==> config.mk <==
export PLATFORM = sky130hd
export DESIGN_NAME = board_reset_seq
export DESIGN_NICKNAME = d
export VERILOG_FILES = /design/src/hw/board_pkg.sv /design/src/hw/board_reset_seq.sv
export SDC_FILE = /design/constraint.sdc
export NUM_CORES = 1
export LEC_CHECK = 0
export BUFFER_PORTS_ARGS = -buffer_cell sky130_fd_sc_hd__clkbuf_2
export CORE_AREA = 2 2 39 41
export DETAILED_ROUTE_END_ITERATION = 12
export DIE_AREA = 0 0 41 43
export SKIP_CTS_REPAIR_TIMING = 1
export SLEW_MARGIN = 20
export SYNTH_ARGS = -nofsm -noshare
export SYNTH_HDL_FRONTEND = slang
export SYNTH_SLANG_ARGS = --single-unit
==> constraint.sdc <==
create_clock -name sysclk_i -period 1.27 [get_ports sysclk_i]
set_input_delay 0.254 -clock sysclk_i [delete_from_list [all_inputs] [get_ports sysclk_i]]
set_output_delay 0.254 -clock sysclk_i [all_outputs]
set_load 0.03 [all_outputs]
==> src/hw/board_pkg.sv <==
package board_pkg;

  // ============================================================
  // GPIO pad ring
  // ============================================================
  localparam logic [5:0] GPIO_WIDTH = 6'd32;
  localparam int unsigned GPIO_SYNC_STAGES = 2;

  // ============================================================
  // External SRAM, two 16-bit chips forming one 32-bit word
  // ============================================================
  localparam int unsigned SRAM_ADDR_WIDTH = 22;
  localparam int unsigned SRAM_CHIP_WIDTH = 16;
  localparam int unsigned SRAM_WORD_WIDTH = 2 * SRAM_CHIP_WIDTH;

  // Strobe window length of one access
  localparam int unsigned SRAM_ACCESS_CYCLES = 3;
  localparam int unsigned SRAM_CNT_WIDTH = $clog2(SRAM_ACCESS_CYCLES + 1);
  localparam logic [SRAM_CNT_WIDTH-1:0] SRAM_CNT_LAST = SRAM_CNT_WIDTH'(SRAM_ACCESS_CYCLES);

  // Controller state encoding
  localparam logic [1:0] SRAM_ST_IDLE   = 2'd0;
  localparam logic [1:0] SRAM_ST_STROBE = 2'd1;
  localparam logic [1:0] SRAM_ST_ACK    = 2'd2;

  // Core word seen whole or as the two chip halves
  typedef union packed {
    logic [SRAM_WORD_WIDTH-1:0] word;
    struct packed {
      logic [SRAM_CHIP_WIDTH-1:0] hi;
      logic [SRAM_CHIP_WIDTH-1:0] lo;
    } half;
  } sram_word_u;

  // ============================================================
  // Reset sequencing
  // ============================================================
  localparam int unsigned RST_HOLD_CYCLES = 16;
  localparam int unsigned RST_CNT_WIDTH = $clog2(RST_HOLD_CYCLES);
  // Two edges of the hold are spent in the lock synchronizer
  localparam logic [RST_CNT_WIDTH-1:0] RST_CNT_LAST = RST_CNT_WIDTH'(RST_HOLD_CYCLES - 2);

endpackage

==> src/hw/board_reset_seq.sv <==
`timescale 1ns/1ns

module board_reset_seq import board_pkg::*; (
  input  logic sysclk_i,
  input  logic arst_n_i,
  input  logic pll_locked_i,
  output logic periph_rst_n_o
);

  logic [1:0] lock_sync_q;
  logic       lock_ok;
  logic [RST_CNT_WIDTH-1:0] hold_cnt_q;
  logic       rst_n_q;

  // Raw lock term lets a lock drop take effect on the next edge
  assign lock_ok = pll_locked_i & lock_sync_q[1];

  // Lock indication into the clock domain
  always_ff @(posedge sysclk_i or negedge arst_n_i) begin
    if (!arst_n_i) begin
      lock_sync_q <= 2'b00;
    end else begin
      lock_sync_q <= {lock_sync_q[0], pll_locked_i};
    end
  end

  // Hold counter, saturates at the release point
  always_ff @(posedge sysclk_i or negedge arst_n_i) begin
    if (!arst_n_i) begin
      hold_cnt_q <= '0;
    end else if (!lock_ok) begin
      hold_cnt_q <= '0;
    end else if (hold_cnt_q != RST_CNT_LAST) begin
      hold_cnt_q <= hold_cnt_q + 1'b1;
    end
  end

  always_ff @(posedge sysclk_i or negedge arst_n_i) begin
    if (!arst_n_i) begin
      rst_n_q <= 1'b0;
    end else begin
      rst_n_q <= lock_ok && (hold_cnt_q == RST_CNT_LAST);
    end
  end

  assign periph_rst_n_o = rst_n_q;

endmodule

Word-level counts from Yosys, hierarchy flattened
Index checks and enable logic that the tools add are counted.
{ "classes": {"magnitude_cmp": 0, "n_reduce_logical": 1, "mux": 2, "bitwise": 1, "div": 0, "mul": 0, "n_eq_ne": 3, "addsub": 1, "n_shift": 0} }
{ "op_table": {"columns": ["operator", "n"], "rows": [
  ["4-bit 2-to-1 mux", 2],
  ["4-bit by 1-bit adder with 4-bit output, second input constant", 1],
  ["4-bit == test, second input constant", 1],
  ["4-bit != test, second input constant", 1],
  ["2-bit by 1-bit != test with 1-bit output, second input constant", 1],
  ["1-bit bitwise AND", 1],
  ["1-bit logical AND", 1]
]} }
{ "totals": {"rom_bits": 0, "latchBits": 0, "ramBits": 0, "memories": 0, "reg_bits": 7, "out_inout_bits": 1} }

Longest topological paths before layout
Gate-level depths: netlist (run 1).
{ "logic_depth": {"ltp_word": 3, "mapped_depth": 4} }

Least setup slack after synthesis (run 1)
No wires, ideal clock.
{ "synth_path": {"kind": "reg-to-reg", "startpoint": "register hold_cnt_q[0]", "endpoint": "register hold_cnt_q[1]", "t_arrival_ns": 1.031, "stages_incl_launch_ff": 5, "setup_slack_ns": 0.166, "path_buffers": 0, "synth_period_minus_slack_ns": 1.104, "path_cell_list": "dfrtp_1 > inv_1 > ha_1 > a31o_1 > a21oi_2"} }
{ "synth_via": {"elab_chain_len": 3, "word_cells_on_any_way": 5} }
{ "synth_lines": {"columns": ["element", "line", "source"], "rows": [
  ["from (decl)", "board_reset_seq.sv:12", "logic [RST_CNT_WIDTH-1:0] hold_cnt_q;"],
  ["from (signal assigned)", "board_reset_seq.sv:34", "hold_cnt_q <= hold_cnt_q + 1'b1;"],
  ["4-bit by 1-bit adder with 4-bit output", "board_reset_seq.sv:34", null],
  ["4-bit 2-to-1 mux", "board_reset_seq.sv:33", "end else if (hold_cnt_q != RST_CNT_LAST) begin"],
  ["4-bit 2-to-1 mux", "board_reset_seq.sv:31", "end else if (!lock_ok) begin"]
]} }
Several ways; a longest one is shown, not always the timed one. The select of a mux whose other input is x is not followed.
A chain may end at the register's enable or synchronous reset.

Worst setup path in the final report (run 1)
{ "layout_path": {"startpoint": "register hold_cnt_q[1]", "endpoint": "register hold_cnt_q[1]"} }
The elaborated chain is that of the path after synthesis.

==> results by group, run 1 <==
Run status
  • Outcome: finished, final reports clean

STA
  • RSZ-0062 raised after global routing: false
  • Clock skew: 0.9288 ps
  • Slew HR: 0.8013
  • Final period util: 0.8962
  • Final setup viols: 0
  • Fin. max-slew vios: 0
  • Final Hold Vio Count: 0
  • Final setup TNS: 0 ps
  • Setup ws final: 131.9 ps
  • Fmax: 878.6 MHz
  • Period minus WS final: 1138 ps
  • Worst Max-Slew Pin Slew: 298.1 ps

Worst setup path
  • Critical Path Sink: hold_cnt_q[1]
  • WP data required: 1450 ps
  • Critical path launch point type: register
  • R2R Path End: hold_cnt_q[1]
  • Crit-path leading delay family: flip-flops
  • Slowest stage cell, crit path: dfrtp_1
  • FF-to-FF path depth: 3
  • Critical Path Stages: 3
  • CP Buf/Inv Count: 0
  • CP endpoint kind: register
  • CP cell instances: ha_1 -> a31o_1 -> a21oi_2
  • Critical path origin: hold_cnt_q[1]
  • WS Path Type: reg2reg
  • Reg-to-Reg Start: hold_cnt_q[1]
  • CP arrival: 1320 ps
  • R2R Setup Slk: 130 ps
  • Crit path largest cell delay: 420 ps
  • Max FO, Critical Path: 7

Yosys
  • Net count after synthesis: 33
  • Netlist cell types: 16
  • Post-synthesis register bit count: 7
  • Sequential area share after synthesis: 0.5166
  • Post-Syn Area: 339.1 µm²
  • Yosys Warn Count: 0
  • Synth Area per Inst: 12.11 µm²
  • Cells after Synth: 28

Global routing
  • Largest net degree at the start of global routing: 10
  • Vias in the first global route: 236
  • Initial antenna violation count: 0
  • All-Layer GR Usage: 0.08981
  • Gr ovfl total: 0
  • First-pass GRT wire length: 979 µm

Layout
  • Most common cell after layout, fill and taps aside: dfrtp_1
  • Reg area: 175.2 µm²
  • Area occupied by multi-input gates: 137.6 µm²
  • Diodes inserted: 0
  • Cell area after layout: 395.4 µm²
  • Area growth, synth to finish: 16.61%
  • Layout cell share with drive strength beyond 1: 0.2857
  • Nets: 41
  • Fillers: 148
  • Most frequent cells in the layout: 7 x dfrtp_1, 3 x clkbuf_4, 3 x clkbuf_2

Clock network
  • Clock buffer depth: 2
  • Htree depth: 1
  • Clk slew on worst S/H paths: 50 ps
  • CTS Buf Count: 3
  • CTS Sinks: 7
  • CTS tree: done
  • CTS root buffer: clkbuf_4
  • Clk Latency, worst-skew pair: 250 ps

Flow run
  • Max Cap Violations: 0

Floorplan
  • Chip width: 41 µm
  • Die height: 43 µm
  • Area of the core: 1384 µm²
  • Num rows: 14
  • IO Pins: 4
  • Full die area: 1763 µm²
  • Starting Density: 0.2450

Place
  • GP Congestion: 0.8174
  • HPWL Detailed: 381.6 µm
  • Pre-CTS setup slack: 148.3 ps
  • IO buf count: 3
  • Placed cell area: 359.1 µm²

Detailed routing
  • Routed wire length: 539 µm
  • Drt pass-1 iters: 4
  • DR WL/cell: 10.57 µm
  • Antenna-violating nets left: 0
  • Vias per cell: 4.627
  • Drt first-iter violations: 4
  • Post-route DRC: 0
  • Via Count: 236

Pwr
  • Worst VDD drop: 0.0006054 V
  • Power per cell area: 1176 nW/µm²
  • Total power: 464.9 µW
  • Leakage power: 0.1747 nW

Min path
  • Worst hold-check path type: in2reg
-- registers in the layout (all words and copies together) (netlist names) --
name and flops:
periph_rst_n_o 1, lock_sync_q 2, hold_cnt_q 4
-- kinds of logic after synthesis --
family	after synthesis	synth area share
adders and majority gates	2	0.07379
and+or+nand+nor	8	0.1439
AOI/OAI and AO/OA	8	0.1882
DFF	7	0.5166
buffers and inverters	3	0.07748
-- where the power goes --
group	switching, mW	internal [mW]
Combinational	0.0168	0.0129
Clock	0.0823	0.120
Sequential	0.00343	0.230
Total	0.103	0.362
-- layout make-up --
| type | instances | share of cell area |
|---|---|---|
| Clock buffer | 4 | 0.06646 |
| Inverter | 1 | 0.009494 |
| Multi-Input combinational cell | 18 | 0.3481 |
| Sequential cell | 7 | 0.4430 |
| Tap cell | 16 | 0.05063 |
| Timing Repair Buffer | 5 | 0.08228 |
-- cell usage after synthesis --
cell type  instances  area [µm²]
a31o_1             2       17.52
a211oi_2           1       12.51
and3_1             1       6.260
nand3_1            1       5.000
nand4_1            2       12.51
nor2_1             1       3.750
buf_6              2       22.52
nor2b_4            1       13.76
a31oi_1            2       12.51
a21oi_2            1       8.760
ha_1               2       25.02
inv_1              1       3.750
nand2_1            2       7.510
a21oi_1            1       5.000
o211ai_1           1       7.510
dfrtp_1            7       175.2
-- metrics by stage --
stage                       util  hold slack [ps]  cells
after global placement    0.2595            104.2     46
final                     0.2857            150.5     51
after detailed placement  0.2595            103.5     46
after floorplan                -           -41.59     28
after global routing      0.2857            148.2     51
after CTS                 0.2785           -175.8     50
-- worst min path at each step --
stage	end	start	slack (ps)	cells past startpoint
3_5_place_dp	periph_rst_n_o	arst_n_i	100	1
5_1_grt	lock_sync_q[0]	pll_locked_i	150	1
3_3_place_gp	periph_rst_n_o	arst_n_i	100	1
6_report	lock_sync_q[0]	pll_locked_i	150	1
2_1_floorplan	hold_cnt_q[0]	arst_n_i	-40	0
4_1_cts	lock_sync_q[1]	arst_n_i	-180	1
-- per-layer routing --
metal,global-route usage,part of all wire
met5,0,0
met1,0.09804,0.47
met2,0.1094,0.43
met4,0.06000,0.0093
met3,0.07853,0.091
(Power assumes the default switching activity.)
==> run 2, diff against run 1 <==
Settings changed: BUFFER_PORTS_ARGS -buffer_cell sky130_fd_sc_hd__clkbuf_2 to -buffer_cell sky130_fd_sc_hd__buf_2, RECOVER_POWER from default to 50.
==> results by group, run 2 (same netlist as run 1, synthesis figures left out) <==
Min path
  • Hold Path Stages: 1
  • Hold endpoint: lock_sync_q[0]
  • Worst hold-check path type: in2reg
  • Hold_sp: pll_locked_i

Pwr
  • Power per cell area: 1173 nW/µm²
  • Worst VDD drop: 0.0006111 V
  • Leakage power: 0.1697 nW

Layout
  • Area growth, synth to finish: 15.87%
  • Largest register by flop count: hold_cnt_q
  • Cell area after layout: 392.9 µm²
  • Diodes inserted: 0
  • Most common cell after layout, fill and taps aside: dfrtp_1
  • Final Util: 0.2839
  • Layout cell share with drive strength beyond 1: 0.2286
  • Max reg flops: 4
  • Nets: 41
  • Final non-filler cell total: 51
  • Most frequent cells in the layout: 7 x dfrtp_1, 3 x clkbuf_4, 3 x clkbuf_1

Detailed routing
  • Post-route DRC: 0
  • Vias per cell: 4.588
  • Met3 WL post-DR: 42 µm
  • Top sig layer: met3
  • Via Count: 234
  • WL met1: 244 µm
  • Met2 routed WL: 226 µm
  • Routed wire length: 513 µm
  • Drt pass-1 iters: 2
  • Drt first-iter violations: 3
  • Antenna-violating nets left: 0
  • DR WL/cell: 10.06 µm

Floorplan
  • Area of the core: 1384 µm²
  • Chip width: 41 µm
  • Starting Density: 0.2450
  • IO Pins: 4
  • Num rows: 14
  • Die height: 43 µm
  • Full die area: 1763 µm²

Place
  • HPWL Detailed: 354.6 µm
  • IO buf count: 3
  • Placed cell area: 359.1 µm²
  • Placed cells: 46
  • GP Congestion: 0.7440

Clock network
  • CTS Sinks: 7
  • CTS tree: done
  • CTS root buffer: clkbuf_4
  • Clk Latency, worst-skew pair: 250 ps
  • CTS Buf Count: 3
  • Clock buffer depth: 2
  • Htree depth: 1
  • Clk slew on worst S/H paths: 50 ps

Worst setup path
  • WP data required: 1440 ps
  • Critical path launch point type: register
  • CP arrival: 1300 ps
  • R2R Setup Slk: 140 ps
  • CP endpoint kind: register
  • Crit path largest cell delay: 410 ps
  • FF-to-FF path depth: 3
  • Reg-to-Reg Start: hold_cnt_q[1]
  • WS Path Type: reg2reg
  • Max FO, Critical Path: 7
  • R2R Path End: hold_cnt_q[1]
  • Slowest stage cell, crit path: dfrtp_1
  • Critical path origin: hold_cnt_q[1]
  • CP cell instances: ha_1 -> a31o_1 -> a21oi_2

STA
  • Worst Max-Slew Pin Slew: 392.3 ps
  • WHS: 159.4 ps
  • Final Hold Vio Count: 0
  • Final setup TNS: 0 ps
  • Fmax: 885.1 MHz
  • Final period util: 0.8896
  • Fin. max-slew vios: 0
  • Period minus WS final: 1130 ps
  • Final setup viols: 0
  • Clock skew: 7.811 ps
  • RSZ-0062 raised after global routing: false
  • Slew HR: 0.7385

Run status
  • Outcome: finished, final reports clean

Global routing
  • Initial antenna violation count: 0
  • Vias in the first global route: 205
  • First-pass GRT wire length: 834 µm
  • Largest net degree at the start of global routing: 10
  • All-Layer GR Usage: 0.07895
  • Gr ovfl total: 0

Flow run
  • Max Cap Violations: 0
## run 2: layer usage
| metal | GRT usage | up-vias |
|---|---|---|
| met4 | 0.04000 | 0 |
| li1 | - | 116 |
| met1 | 0.08251 | 111 |
| met2 | 0.1000 | 7 |
| met3 | 0.07853 | 0 |
| met5 | 0 | - |
## run 2: final cells by class
| type | instances | area, µm² |
|---|---|---|
| Clock buffer | 4 | 26.28 |
| Fill cell | 150 | 991.0 |
| Inverter | 1 | 3.754 |
| Multi-Input combinational cell | 18 | 137.6 |
| Sequential cell | 7 | 175.2 |
| Tap cell | 16 | 20.02 |
| Timing Repair Buffer | 5 | 30.03 |
## run 2: worst max-delay path by stage
stage | to | slack [ps]
final | hold_cnt_q[1] | 140
after global routing | hold_cnt_q[1] | 60
after CTS | hold_cnt_q[1] | 140
after detailed placement | hold_cnt_q[1] | 150
after global placement | hold_cnt_q[1] | 160
after floorplan | hold_cnt_q[1] | 170
## run 2: metrics by stage
step                      setup WS, ps  total power [mW]
after floorplan                  165.8            0.2507
after CTS                        141.1            0.4726
after detailed placement         151.5            0.2642
final                            140.2            0.4609
after global routing             57.64            0.4872
after global placement           161.1            0.2637
## run 2: power by group
group | switching [mW] | internal [mW] | total [mW]
clock network | 0.0796 | 0.120 | 0.199
registers | 0.00371 | 0.230 | 0.233
logic | 0.0164 | 0.0119 | 0.0283
## run 2: worst max-delay path, delay by kind of cell (launching register included)
kind / cells / cell delay (ps)
AO/OA/AOI/OAI: 2 / 350
flip-flops: 1 / 410
adder cells (fa/ha/maj): 1 / 300
==> run 3, diff against run 2 <==
Clock period 1.27 ns to 1.07 ns, I/O delays scaled along.
==> results by group, run 3 (same netlist as run 1, synthesis figures left out) <==
Detailed routing
  • Routed wire length: 636 µm
  • Drt first-iter violations: 7
  • Vias per cell: 4.706
  • Antenna-violating nets left: 0
  • DR WL/cell: 12.47 µm
  • WL met1: 274 µm
  • Drt pass-1 iters: 4
  • Via Count: 240
  • Post-route DRC: 0
  • Top sig layer: met4
  • Met2 routed WL: 327 µm
  • Met3 WL post-DR: 20 µm

Layout
  • Nets: 41
  • Largest register by flop count: hold_cnt_q
  • Final non-filler cell total: 51
  • Area growth, synth to finish: 21.77%
  • Layout cell share with drive strength beyond 1: 0.3714
  • Diodes inserted: 0
  • Most common cell after layout, fill and taps aside: dfrtp_1
  • Fillers: 158
  • Most frequent cells in the layout: 5 x dfrtp_1, 3 x clkbuf_4
  • Final Util: 0.2984
  • Max reg flops: 4

STA
  • Clock skew: 2.245 ps
  • Final setup viols: 1
  • WHS: 103.0 ps
  • Final setup TNS: -2.914 ps
  • RSZ-0062 raised after global routing: true
  • Slew HR: 0.7326
  • Final Hold Vio Count: 0
  • Setup ws final: -2.914 ps
  • Fin. max-slew vios: 0
  • Fmax: 932.0 MHz
  • Worst Max-Slew Pin Slew: 401.1 ps
  • Final period util: 1.003
  • Period minus WS final: 1073 ps

Place
  • GP Congestion: 0.5651
  • Placed cells: 46
  • IO buf count: 3
  • HPWL Detailed: 425.6 µm

Worst setup path
  • CP arrival: 1250 ps
  • Crit-path leading delay family: flip-flops
  • Critical path launch point type: register
  • CP endpoint kind: register
  • CP cell instances: inv_2 -> ha_4 -> a31o_1 -> a21oi_2
  • WP data required: 1240 ps
  • Slowest stage cell, crit path: dfrtp_2
  • Crit path largest cell delay: 430 ps
  • WS Path Type: reg2reg
  • R2R Setup Slk: -3 ps
  • Max FO, Critical Path: 5
  • CP Buf/Inv Count: 1

Flow run
  • Max Cap Violations: 0

Floorplan
  • Die height: 43 µm
  • Starting Density: 0.2450
  • Num rows: 14
  • Chip width: 41 µm
  • IO Pins: 4
  • Area of the core: 1384 µm²
  • Full die area: 1763 µm²

Run status
  • Failing checks: negative setup slack
  • Outcome: finished with violations

Pwr
  • Leakage power: 0.1703 nW
  • Worst VDD drop: 0.0002805 V
  • Total power: 556.6 µW
  • Power per cell area: 1348 nW/µm²

Clock network
  • CTS Buf Count: 3
  • Clk Latency, worst-skew pair: 250 ps
  • Htree depth: 1
  • CTS tree: done
  • CTS root buffer: clkbuf_4
  • Clock buffer depth: 2
  • Clk slew on worst S/H paths: 50 ps
  • CTS Sinks: 7

Global routing
  • Largest net degree at the start of global routing: 10
  • Gr ovfl total: 0
  • Initial antenna violation count: 0
  • All-Layer GR Usage: 0.09173
  • First-pass GRT wire length: 1062 µm
  • Vias in the first global route: 265

Min path
  • Worst hold-check path type: in2reg
run 3: cell count changes in the layout (fill, tap and decap cells not counted):
cell      delta
dfrtp_1      -2
dfrtp_2      +2
buf_2        +1
buf_4        -1
buf_6        +1
clkbuf_1     -1
ha_1         -1
ha_4         +1
inv_1        -1
inv_2        +1
run 3: final cells by class:
cell class | count | area, µm² | area share
Tap cell | 16 | 20.02 | 0.04848
Timing Repair Buffer | 5 | 35.03 | 0.08485
Sequential cell | 7 | 177.7 | 0.4303
Inverter | 1 | 3.754 | 0.009091
Multi-Input combinational cell | 18 | 150.1 | 0.3636
Clock buffer | 4 | 26.28 | 0.06364
run 3: path summary, 6_finish.rpt:
check / start / to / depth (start not counted)
min in group asynchronous: arst_n_i / hold_cnt_q[3] / 2
worst min register to register: lock_sync_q[0] / lock_sync_q[1] / 0
worst min-delay path: pll_locked_i / lock_sync_q[0] / 1
max in group asynchronous: arst_n_i / hold_cnt_q[0] / 2
worst max-delay path: hold_cnt_q[0] / hold_cnt_q[1] / 4
worst max register to register: hold_cnt_q[0] / hold_cnt_q[1] / 4
run 3: metal layers:
layer,vias up,global-route usage
met2,6,0.1438
li1,116,-
met5,-,0
met3,2,0.03141
met4,0,0.06000
met1,116,0.09772
run 3: worst reg2reg max path, cell delays in order, from the launching register on:
cell and delay, ps:
dfrtp_2 430, inv_2 70, ha_4 180, a31o_1 190, a21oi_2 120
run 3: where the power goes:
part,switching (mW),internal [mW]
Clock,0.0954,0.142
Sequential,0.00788,0.273
Combinational,0.0199,0.0182
Total,0.123,0.433
run 3: metrics by stage:
step	setup slack (ps)	instance area (µm²)
after detailed placement	-1.919	371.6
after CTS	-20.52	397.9
after floorplan	21.76	351.6
after global routing	-40.43	412.9
final	-2.914	412.9
after global placement	-5.562	371.6
